<file path="src/excp_pkg.sv">
`default_nettype none

package excp_pkg;

    localparam int EXC_NUM   = 16;
    localparam int EXC_IDX_W = $clog2(EXC_NUM);

    typedef logic [EXC_NUM-1:0]   excp_vec_t;   // bit 0 has top priority
    typedef logic [EXC_IDX_W-1:0] excp_idx_t;
    typedef logic [5:0]           ecode_t;
    typedef logic [8:0]           esubcode_t;

    // cause positions in the vector, fetch side first then memory side
    localparam excp_idx_t EXC_INT    = 4'd0;
    localparam excp_idx_t EXC_ADEF   = 4'd1;
    localparam excp_idx_t EXC_TLBR_F = 4'd2;
    localparam excp_idx_t EXC_PIF    = 4'd3;
    localparam excp_idx_t EXC_PPI_F  = 4'd4;
    localparam excp_idx_t EXC_SYS    = 4'd5;
    localparam excp_idx_t EXC_BRK    = 4'd6;
    localparam excp_idx_t EXC_INE    = 4'd7;
    localparam excp_idx_t EXC_IPE    = 4'd8;
    localparam excp_idx_t EXC_ALE    = 4'd9;
    localparam excp_idx_t EXC_ADEM   = 4'd10;
    localparam excp_idx_t EXC_TLBR_M = 4'd11;
    localparam excp_idx_t EXC_PME    = 4'd12;
    localparam excp_idx_t EXC_PPI_M  = 4'd13;
    localparam excp_idx_t EXC_PIS    = 4'd14;
    localparam excp_idx_t EXC_PIL    = 4'd15;

    localparam ecode_t ECODE_INT  = 6'h00;
    localparam ecode_t ECODE_PIL  = 6'h01;
    localparam ecode_t ECODE_PIS  = 6'h02;
    localparam ecode_t ECODE_PIF  = 6'h03;
    localparam ecode_t ECODE_PME  = 6'h04;
    localparam ecode_t ECODE_PPI  = 6'h07;
    localparam ecode_t ECODE_ADE  = 6'h08;  // shared by fetch and memory, split by subcode
    localparam ecode_t ECODE_ALE  = 6'h09;
    localparam ecode_t ECODE_SYS  = 6'h0b;
    localparam ecode_t ECODE_BRK  = 6'h0c;
    localparam ecode_t ECODE_INE  = 6'h0d;
    localparam ecode_t ECODE_IPE  = 6'h0e;
    localparam ecode_t ECODE_TLBR = 6'h3f;

    localparam esubcode_t ESUBCODE_ADEF = 9'd0;
    localparam esubcode_t ESUBCODE_ADEM = 9'd1;

    // addresses kept at the core's 32-bit pc width
    typedef struct packed {
        logic        valid;
        ecode_t      ecode;
        esubcode_t   esubcode;
        logic        va_valid;
        logic [31:0] bad_va;
        logic [31:0] era;
    } excp_info_t;

endpackage

`default_nettype wire

</file>
<file path="src/core_pkg.sv">
`default_nettype none

package core_pkg;

    localparam int ADDR_W     = 32;
    localparam int DATA_W     = 32;
    localparam int INSTR_W    = 32;
    localparam int OP_W       = 8;
    localparam int REG_ADDR_W = 5;
    localparam int CSR_ADDR_W = 14;
    localparam int FTQ_SIZE   = 8;
    localparam int FTQ_ID_W   = $clog2(FTQ_SIZE);
    localparam int STALL_W    = 5;

    typedef logic [ADDR_W-1:0]     addr_t;
    typedef logic [INSTR_W-1:0]    instr_t;
    typedef logic [OP_W-1:0]       op_t;
    typedef logic [FTQ_ID_W-1:0]   ftq_id_t;
    typedef logic [REG_ADDR_W-1:0] reg_addr_t;
    typedef logic [DATA_W-1:0]     data_t;
    typedef logic [CSR_ADDR_W-1:0] csr_addr_t;
    typedef logic [STALL_W-1:0]    stall_t;  // {mem_wb, ex_mem, dispatch_ex, id_dispatch, -}

    localparam op_t OP_NOP     = 8'h00;
    localparam op_t OP_ALU     = 8'h01;
    localparam op_t OP_ERTN    = 8'h40;
    localparam op_t OP_SYSCALL = 8'h41;
    localparam op_t OP_BREAK   = 8'h42;
    localparam op_t OP_IDLE    = 8'h43;

    // stall patterns, bit 0 never used
    localparam stall_t STALL_NONE = 5'b00000;
    localparam stall_t STALL_FULL = 5'b11110;  // hold everything up to mem_wb
    localparam stall_t STALL_DISP = 5'b11100;

    typedef struct packed {
        logic      we;
        reg_addr_t addr;
        data_t     data;
    } reg_wr_t;

    typedef struct packed {
        logic      we;
        csr_addr_t addr;
        data_t     data;
    } csr_wr_t;

    typedef struct packed {
        logic                valid;
        op_t                 op;
        addr_t               pc;
        instr_t              instr;
        logic                excp;
        excp_pkg::excp_vec_t excp_vec;
        addr_t               mem_addr;
        logic                last_in_block;
        ftq_id_t             ftq_id;
        logic                fetch_flush;  // refetch after this instr
        reg_wr_t             reg_wr;
        csr_wr_t             csr_wr;
    } wb_lane_t;

endpackage

`default_nettype wire

</file>
<file path="src/excp_encoder.sv">
`timescale 1ns/1ps
`default_nettype none

module excp_encoder
    import core_pkg::*;
    import excp_pkg::*;
(
    input  excp_vec_t  excp_vec_i,
    input  addr_t      pc_i,
    input  addr_t      va_i,
    input  logic       is_idle_i,
    output excp_info_t info_o
);

    excp_idx_t cause;
    logic      hit;
    logic      fetch_cause;
    logic      mem_cause;

    // lowest set bit wins
    always_comb begin
        cause = '0;
        hit   = 1'b0;
        for (int i = EXC_NUM - 1; i >= 0; i--) begin
            if (excp_vec_i[i]) begin
                cause = excp_idx_t'(i);
                hit   = 1'b1;
            end
        end
    end

    assign fetch_cause = hit && (cause >= EXC_ADEF) && (cause <= EXC_PPI_F);
    assign mem_cause   = hit && (cause >= EXC_ALE);

    always_comb begin
        info_o          = '0;
        info_o.valid    = hit;
        info_o.era      = is_idle_i ? pc_i + 32'd4 : pc_i;  // resume past idle
        info_o.va_valid = fetch_cause | mem_cause;
        if (fetch_cause) begin
            info_o.bad_va = pc_i;
        end else if (mem_cause) begin
            info_o.bad_va = va_i;
        end
        case (cause)
            EXC_INT:    info_o.ecode = ECODE_INT;
            EXC_ADEF: begin
                info_o.ecode    = ECODE_ADE;
                info_o.esubcode = ESUBCODE_ADEF;
            end
            EXC_TLBR_F: info_o.ecode = ECODE_TLBR;
            EXC_PIF:    info_o.ecode = ECODE_PIF;
            EXC_PPI_F:  info_o.ecode = ECODE_PPI;
            EXC_SYS:    info_o.ecode = ECODE_SYS;
            EXC_BRK:    info_o.ecode = ECODE_BRK;
            EXC_INE:    info_o.ecode = ECODE_INE;
            EXC_IPE:    info_o.ecode = ECODE_IPE;
            EXC_ALE:    info_o.ecode = ECODE_ALE;
            EXC_ADEM: begin
                info_o.ecode    = ECODE_ADE;
                info_o.esubcode = ESUBCODE_ADEM;
            end
            EXC_TLBR_M: info_o.ecode = ECODE_TLBR;
            EXC_PME:    info_o.ecode = ECODE_PME;
            EXC_PPI_M:  info_o.ecode = ECODE_PPI;
            EXC_PIS:    info_o.ecode = ECODE_PIS;
            EXC_PIL:    info_o.ecode = ECODE_PIL;
            default:    info_o.ecode = ECODE_INT;
        endcase
    end

    // a reported cause must point at a bit that is really set
    always_comb begin
        if (info_o.valid) begin
            assert (excp_vec_i != '0 && excp_vec_i[cause])
                else $error("excp_encoder: valid info without matching cause bit");
        end
    end

endmodule

`default_nettype wire

</file>
<file path="src/stall_ctrl.sv">
`timescale 1ns/1ps
`default_nettype none

module stall_ctrl
    import core_pkg::*;
(
    input  logic       clk,
    input  logic       rst,
    input  logic       inv_req_i,
    input  logic [1:0] mem_req_i,
    input  logic [1:0] ex_req_i,
    input  logic       dispatch_req_i,
    input  logic       is_pri_issue_i,
    input  logic       pri_commit_i,
    input  logic       excp_flush_i,
    output stall_t     stall_o,
    output logic       pri_stall_o
);

    // memory and execute requests freeze the front stages
    always_comb begin
        if (inv_req_i || (|mem_req_i) || (|ex_req_i)) begin
            stall_o = STALL_FULL;
        end else if (dispatch_req_i) begin
            stall_o = STALL_DISP;
        end else begin
            stall_o = STALL_NONE;
        end
    end

    // blocks issue until the privileged instr leaves
    always_ff @(posedge clk) begin
        if (rst) begin
            pri_stall_o <= 1'b0;
        end else if (is_pri_issue_i) begin
            pri_stall_o <= 1'b1;  // new issue beats a clear
        end else if (pri_commit_i || excp_flush_i) begin
            pri_stall_o <= 1'b0;
        end
    end

    a_stall_bit0: assert property (@(posedge clk) disable iff (rst) !stall_o[0])
        else $error("stall_ctrl: unused stall bit set");

endmodule

`default_nettype wire

</file>
<file path="src/commit_ctrl.sv">
`timescale 1ns/1ps
`default_nettype none

module commit_ctrl
    import core_pkg::*;
    import excp_pkg::*;
(
    input  logic       clk,
    input  logic       rst,
    input  wb_lane_t   lane0_i,
    input  wb_lane_t   lane1_i,
    input  logic       lane0_branch_i,
    output logic [1:0] block_commit_o,
    output ftq_id_t    flush_ftq_id_o,
    output reg_wr_t    reg_wr0_o,
    output reg_wr_t    reg_wr1_o,
    output csr_wr_t    csr_wr0_o,
    output csr_wr_t    csr_wr1_o,
    output logic       excp_flush_o,
    output logic       ertn_flush_o,
    output logic       idle_flush_o,
    output logic       fetch_flush_o,
    output logic       flush_o,
    output logic [1:0] pipe_flush_o,
    output logic       pri_commit_o,
    output addr_t      idle_pc_o,
    output excp_info_t excp_info_o
);

    logic      lane0_special;
    logic      lane0_ok;        // lane 0 valid and clean
    logic      commit1;
    logic      lane1_ok;
    logic      excp0;
    logic      excp1;
    logic      ertn0;
    logic      ertn1;
    logic      fetch0;
    logic      fetch1;
    logic      cause0;          // lane 0 ends the flow
    excp_vec_t sel_vec;
    addr_t     sel_pc;
    addr_t     sel_va;
    logic      sel_idle;

    assign lane0_special = lane0_i.op inside {OP_ERTN, OP_SYSCALL, OP_BREAK, OP_IDLE};

    assign excp0    = lane0_i.valid & lane0_i.excp;
    assign lane0_ok = lane0_i.valid & ~lane0_i.excp;
    // younger lane dies behind a fault or a flow-changing op
    assign commit1  = lane1_i.valid & ~(lane0_i.valid & (lane0_i.excp | lane0_special));
    assign excp1    = commit1 & lane1_i.excp;
    assign lane1_ok = commit1 & ~lane1_i.excp;

    assign ertn0  = lane0_ok & (lane0_i.op == OP_ERTN);
    assign ertn1  = lane1_ok & (lane1_i.op == OP_ERTN);
    assign fetch0 = lane0_ok & lane0_i.fetch_flush;
    assign fetch1 = lane1_ok & lane1_i.fetch_flush;

    assign reg_wr0_o = lane0_ok ? lane0_i.reg_wr : '0;
    assign reg_wr1_o = lane1_ok ? lane1_i.reg_wr : '0;
    assign csr_wr0_o = lane0_ok ? lane0_i.csr_wr : '0;
    assign csr_wr1_o = lane1_ok ? lane1_i.csr_wr : '0;

    assign excp_flush_o  = excp0 | excp1;
    assign ertn_flush_o  = ertn0 | ertn1;
    assign idle_flush_o  = lane0_ok & (lane0_i.op == OP_IDLE);
    assign fetch_flush_o = fetch0 | fetch1;
    assign flush_o       = excp_flush_o | ertn_flush_o | idle_flush_o | fetch_flush_o;

    // lane 1 later stages also go on a lane 0 branch
    assign pipe_flush_o[0] = excp_flush_o | ertn_flush_o;
    assign pipe_flush_o[1] = excp_flush_o | ertn_flush_o | lane0_branch_i;

    assign cause0 = excp0 | ertn0 | idle_flush_o | fetch0;

    assign block_commit_o[0] = lane0_i.valid & (lane0_i.last_in_block | cause0);
    assign block_commit_o[1] = commit1 & (lane1_i.last_in_block | excp1 | ertn1 | fetch1);

    always_comb begin
        if (cause0) begin
            flush_ftq_id_o = lane0_i.ftq_id;
        end else if (excp1) begin
            flush_ftq_id_o = lane1_i.ftq_id;
        end else begin
            flush_ftq_id_o = '0;
        end
    end

    // privileged instrs issue alone, so they always sit in lane 0
    assign pri_commit_o = lane0_i.valid & (lane0_special | lane0_i.csr_wr.we);
    assign idle_pc_o    = lane0_i.pc;

    // older faulting lane feeds the encoder
    always_comb begin
        sel_vec  = '0;
        sel_pc   = '0;
        sel_va   = '0;
        sel_idle = 1'b0;
        if (excp0) begin
            sel_vec  = lane0_i.excp_vec;
            sel_pc   = lane0_i.pc;
            sel_va   = lane0_i.mem_addr;
            sel_idle = lane0_i.op == OP_IDLE;
        end else if (excp1) begin
            sel_vec  = lane1_i.excp_vec;
            sel_pc   = lane1_i.pc;
            sel_va   = lane1_i.mem_addr;
            sel_idle = lane1_i.op == OP_IDLE;
        end
    end

    excp_encoder u_excp_encoder (
        .excp_vec_i (sel_vec),
        .pc_i       (sel_pc),
        .va_i       (sel_va),
        .is_idle_i  (sel_idle),
        .info_o     (excp_info_o)
    );

    a_flush_excl: assert property (@(posedge clk) disable iff (rst)
        !(excp_flush_o && ertn_flush_o))
        else $error("commit_ctrl: exception and ertn flush together");

endmodule

`default_nettype wire

</file>
<file path="src/excp_csr.sv">
`timescale 1ns/1ps
`default_nettype none

module excp_csr
    import core_pkg::*;
    import excp_pkg::*;
(
    input  logic       clk,
    input  logic       rst,
    input  logic       excp_flush_i,
    input  excp_info_t info_i,
    output addr_t      era_o,
    output addr_t      badv_o,
    output ecode_t     ecode_o,
    output esubcode_t  esub_o
);

    // era and estat follow every exception commit
    always_ff @(posedge clk) begin
        if (rst) begin
            era_o   <= '0;
            ecode_o <= '0;
            esub_o  <= '0;
        end else if (excp_flush_i) begin
            era_o   <= info_i.era;
            ecode_o <= info_i.ecode;
            esub_o  <= info_i.esubcode;
        end
    end

    // badv only for address faults
    always_ff @(posedge clk) begin
        if (rst) begin
            badv_o <= '0;
        end else if (excp_flush_i && info_i.va_valid) begin
            badv_o <= info_i.bad_va;
        end
    end

endmodule

`default_nettype wire

</file>
<file path="src/commit_unit_top.sv">
`timescale 1ns/1ps
`default_nettype none

module commit_unit_top
    import core_pkg::*;
    import excp_pkg::*;
(
    input  logic       clk,
    input  logic       rst,
    input  wb_lane_t   lane0_i,
    input  wb_lane_t   lane1_i,
    input  logic       lane0_branch_i,
    input  logic       inv_req_i,
    input  logic [1:0] mem_req_i,
    input  logic [1:0] ex_req_i,
    input  logic       dispatch_req_i,
    input  logic       is_pri_issue_i,
    output logic [1:0] block_commit_o,
    output ftq_id_t    flush_ftq_id_o,
    output reg_wr_t    reg_wr0_o,
    output reg_wr_t    reg_wr1_o,
    output csr_wr_t    csr_wr0_o,
    output csr_wr_t    csr_wr1_o,
    output logic       excp_flush_o,
    output logic       ertn_flush_o,
    output logic       idle_flush_o,
    output logic       fetch_flush_o,
    output logic       flush_o,
    output logic [1:0] pipe_flush_o,
    output addr_t      idle_pc_o,
    output stall_t     stall_o,
    output logic       pri_stall_o,
    output addr_t      era_o,
    output ecode_t     estat_ecode_o,
    output esubcode_t  estat_esub_o,
    output addr_t      badv_o
);

    logic       pri_commit;
    excp_info_t excp_info;

    commit_ctrl u_commit_ctrl (
        .clk            (clk),
        .rst            (rst),
        .lane0_i        (lane0_i),
        .lane1_i        (lane1_i),
        .lane0_branch_i (lane0_branch_i),
        .block_commit_o (block_commit_o),
        .flush_ftq_id_o (flush_ftq_id_o),
        .reg_wr0_o      (reg_wr0_o),
        .reg_wr1_o      (reg_wr1_o),
        .csr_wr0_o      (csr_wr0_o),
        .csr_wr1_o      (csr_wr1_o),
        .excp_flush_o   (excp_flush_o),
        .ertn_flush_o   (ertn_flush_o),
        .idle_flush_o   (idle_flush_o),
        .fetch_flush_o  (fetch_flush_o),
        .flush_o        (flush_o),
        .pipe_flush_o   (pipe_flush_o),
        .pri_commit_o   (pri_commit),
        .idle_pc_o      (idle_pc_o),
        .excp_info_o    (excp_info)
    );

    stall_ctrl u_stall_ctrl (
        .clk            (clk),
        .rst            (rst),
        .inv_req_i      (inv_req_i),
        .mem_req_i      (mem_req_i),
        .ex_req_i       (ex_req_i),
        .dispatch_req_i (dispatch_req_i),
        .is_pri_issue_i (is_pri_issue_i),
        .pri_commit_i   (pri_commit),
        .excp_flush_i   (excp_flush_o),
        .stall_o        (stall_o),
        .pri_stall_o    (pri_stall_o)
    );

    excp_csr u_excp_csr (
        .clk          (clk),
        .rst          (rst),
        .excp_flush_i (excp_flush_o),
        .info_i       (excp_info),
        .era_o        (era_o),
        .badv_o       (badv_o),
        .ecode_o      (estat_ecode_o),
        .esub_o       (estat_esub_o)
    );

endmodule

`default_nettype wire

</file>
<file path="config.mk">
export PLATFORM = sky130hd
export DESIGN_NAME = commit_unit_top
export DESIGN_NICKNAME = d
export VERILOG_FILES = /design/src/excp_pkg.sv /design/src/core_pkg.sv /design/src/excp_encoder.sv /design/src/stall_ctrl.sv /design/src/commit_ctrl.sv /design/src/excp_csr.sv /design/src/commit_unit_top.sv
export SDC_FILE = /design/constraint.sdc
export NUM_CORES = 1
export LEC_CHECK = 0
export BUFFER_PORTS_ARGS = -buffer_cell sky130_fd_sc_hd__buf_2
export CAP_MARGIN = 20
export CORE_AREA = 2 2 283 285
export CTS_BUF_LIST = sky130_fd_sc_hd__clkbuf_4
export DETAILED_ROUTE_END_ITERATION = 6
export DIE_AREA = 0 0 285 287
export PLACE_DENSITY_LB_ADDON = 0.15
export SLEW_MARGIN = 20
export SYNTH_ARGS = -nofsm -noshare
export SYNTH_HDL_FRONTEND = slang
export SYNTH_SLANG_ARGS = --single-unit
</file>
<file path="constraint.sdc">
create_clock -name clk -period 6.84 [get_ports clk]
set_input_delay 2.052 -clock clk [delete_from_list [all_inputs] [get_ports clk]]
set_output_delay 2.052 -clock clk [all_outputs]
set_load 0.02 [all_outputs]
</file>
==> results.ini <==
[synth]
synth_area_sq_mm=0.00623
yosysWarnings=0
synth_cell_types=75
synthArstFlopShare_pct=0
syn_avg_cell_area_sq_um=7.49
netlist_instances=832
synth_flop_cell=dfxtp_1
ys_seq_area_share_pct=22.8
synth_edf_count=0
synth-seq-cells=71

[drt]
ant_nets=0
drc_errors=0
viasPerCell=3.46
drt_pass1_iterations=5
avgRoutedWirePerCell_um=19.5
vias=8628
drt-initial-drc-count=424
routed_wl_mm=48.5

[power_and_ir_drop]
ir_drop_v=0.0000575
total_power_uw=1480
power.leakage_uw=0.00524
pwr_density_cell_mw_per_mm2=139

[timing]
finalSetupViolations=0
fin_ws_ns=0.327
max_freq_mhz=154
min_period_over_period_pct=95.2
rsz0062_at_grt=false
hold_slack_ns=0.459
tightest_slew_ns=1.02
skew_ns=0
period_minus_slack_ns=6.51
setup_tns_ns=0
slew_violations=0
slew_headroom_pct=30.9
finalHoldViolCount=0

[worst_setup_path]
path_buf_inv=2
r2r-end=u_excp_csr.ecode_o[4]$_SDFFE_PP0P_
crit_path_end_kind=output port
worst-setup-path-type=input port to output port
path_common_cell=buf_2
r2r-start=u_excp_csr.ecode_o[4]$_SDFFE_PP0P_
path_depth=10
crit_fanout=5
cp-startpoint=lane0_i[209]
rr_worst_depth=2
crit_family=simple AND/OR/NAND/NOR gates
regToRegSetupSlack_ns=5.90
path_cells=buf_2 -> nor2b_1 -> and2_1 -> o21ai_0 -> nand2_1 -> nor2_4 -> nor4b_1 -> a31o_2 -> or3_1 -> buf_2
cp.arrival_ns=4.46
cp-start-kind=input port
cp_slowest_cell=nor4b_1
endpoint=pipe_flush_o[1]
crit_path_max_incr_delay_ns=0.84
required_ns=4.79

[global_route]
grt_pass1_wl_mm=65.7
grt_pass1_vias=8695
overflow=0
grt_max_degree=90
antenna_found_initial=22
gr-usage-all-layers_pct=11.3

[finish]
synthToLayoutAreaGrowth_pct=70.7
layout_common_cells=buf_2, and2_1, dfxtp_1, nand2_1, nor2_1
final_core_util_pct=13.5
multiInputGateArea_sq_mm=0.00414
regArea_sq_mm=0.00142
drive_above_1_share_pct=50.6
nNetsFinal=1860
layout.cells.most_common=buf_2
fillers=9236

[floorplan]
io_pins=733
die_h_um=287
dieArea_sq_mm=0.0818
num_rows=103
initial_core_util_pct=7.93
core_sq_mm=0.0786
die_w_um=285

[clock_tree]
clock_latency_ns=0.50
h-tree-depth=3
path_clk_slew_ns=0.14
cts_tree=yes
numClockSinks=71
numCtsBuffers=9
cts_hold_buf=0
clk_path_buf_depth=2
cts_setup_buffers=0
root_buffer=clkbuf_4
ctsResizeCount=0

[place]
dp_hpwl_mm=41.2
place_congestion=0.907
dp_slack_ns=0.234
port_buffers=659

[status]
outcome=finished clean

[job]
max_cap_violations=0

[hold_path]
hold_class=flop to flop

[stage by stage]
| step | instances | cell area (sq um) |
|---|---|---|
| 2_1_floorplan | 840 | 6260 |
| 3_3_place_gp | 2464 | 10500 |
| 3_5_place_dp | 2464 | 10500 |
| 4_1_cts | 2480 | 10600 |
| 5_1_grt | 2484 | 10600 |
| 6_report | 2491 | 10600 |
[final cells by class]
class                           count  share of cell area (%)
Antenna cell                       11                   0.259
Inverter                           29                    1.02
Multi-Input combinational cell    635                    38.9
Clock buffer                       10                   0.706
Clock inverter                      6                   0.647
Sequential cell                    71                    13.4
Tap cell                         1050                    12.3
Timing Repair Buffer              679                    32.8
[cells in the mapped netlist, drive strengths merged, types with 6 or more instances]
cell type,n,area share [%]
clkbuf,35,2.1
nand3,19,1.6
a22oi,40,4.8
a32oi,12,1.8
o31ai,6,0.72
nor2,62,3.9
a32o,8,1.3
o21ai,24,2.1
a22o,13,1.8
a221o,34,5.5
and2,176,18
nor4,15,2.1
xnor2,20,2.8
a211oi,6,0.72
buf,70,8.1
dfxtp,71,23
xor2,6,0.84
nand2,66,4.1
a21oi,39,3.1
inv,29,1.7
[how the worst min path moves through the flow]
stage | start | endpoint | cells after the start
2_1_floorplan | u_excp_csr.era_o[11]$_SDFFE_PP0P_ | u_excp_csr.era_o[11]$_SDFFE_PP0P_ | 2
3_3_place_gp | u_excp_csr.era_o[18]$_SDFFE_PP0P_ | u_excp_csr.era_o[18]$_SDFFE_PP0P_ | 2
3_5_place_dp | u_excp_csr.era_o[19]$_SDFFE_PP0P_ | u_excp_csr.era_o[19]$_SDFFE_PP0P_ | 2
4_1_cts | u_excp_csr.era_o[19]$_SDFFE_PP0P_ | u_excp_csr.era_o[19]$_SDFFE_PP0P_ | 2
5_1_grt | u_excp_csr.era_o[17]$_SDFFE_PP0P_ | u_excp_csr.era_o[17]$_SDFFE_PP0P_ | 2
6_report | u_excp_csr.era_o[19]$_SDFFE_PP0P_ | u_excp_csr.era_o[19]$_SDFFE_PP0P_ | 2
[worst min-delay path, delay by kind of cell (launching register included)]
family           cells  cell delay [ns]
AO/OA/AOI/OAI        1             0.05
flip-flops           1             0.33
AND/OR/NAND/NOR      1             0.05
[registers in the layout, summed over array words and instances, names as in the netlist]
| signal | count |
|---|---|
| u_excp_csr.badv_o | 32 |
| u_excp_csr.era_o | 32 |
| u_excp_csr.ecode_o | 5 |
| u_excp_csr.esub_o | 1 |
| u_stall_ctrl.pri_stall_o | 1 |
[layer usage]
layer	global-route usage, %	vias to the layer above	routed length, um
met5	0	-	45
met3	3.07	36	3530
met4	2.33	6	757
li1	-	4107	-
met2	18.8	399	23000
met1	14.4	4080	21200
[logic make-up after synthesis]
kind of cell               synth area share, %
adders and majority gates                0.201
xor gates and xnor gates                  3.65
AOI/OAI and AO/OA                         27.0
and+or+nand+nor                           34.1
other                                   0.0602
muxes                                    0.161
buffers and inverters                     12.0
DFF                                       22.8
[power breakdown]
group / switching [uW] / internal, uW
registers: 20.3 / 452
clock network: 208 / 117
logic: 430 / 251
(Power assumes the default switching activity.)
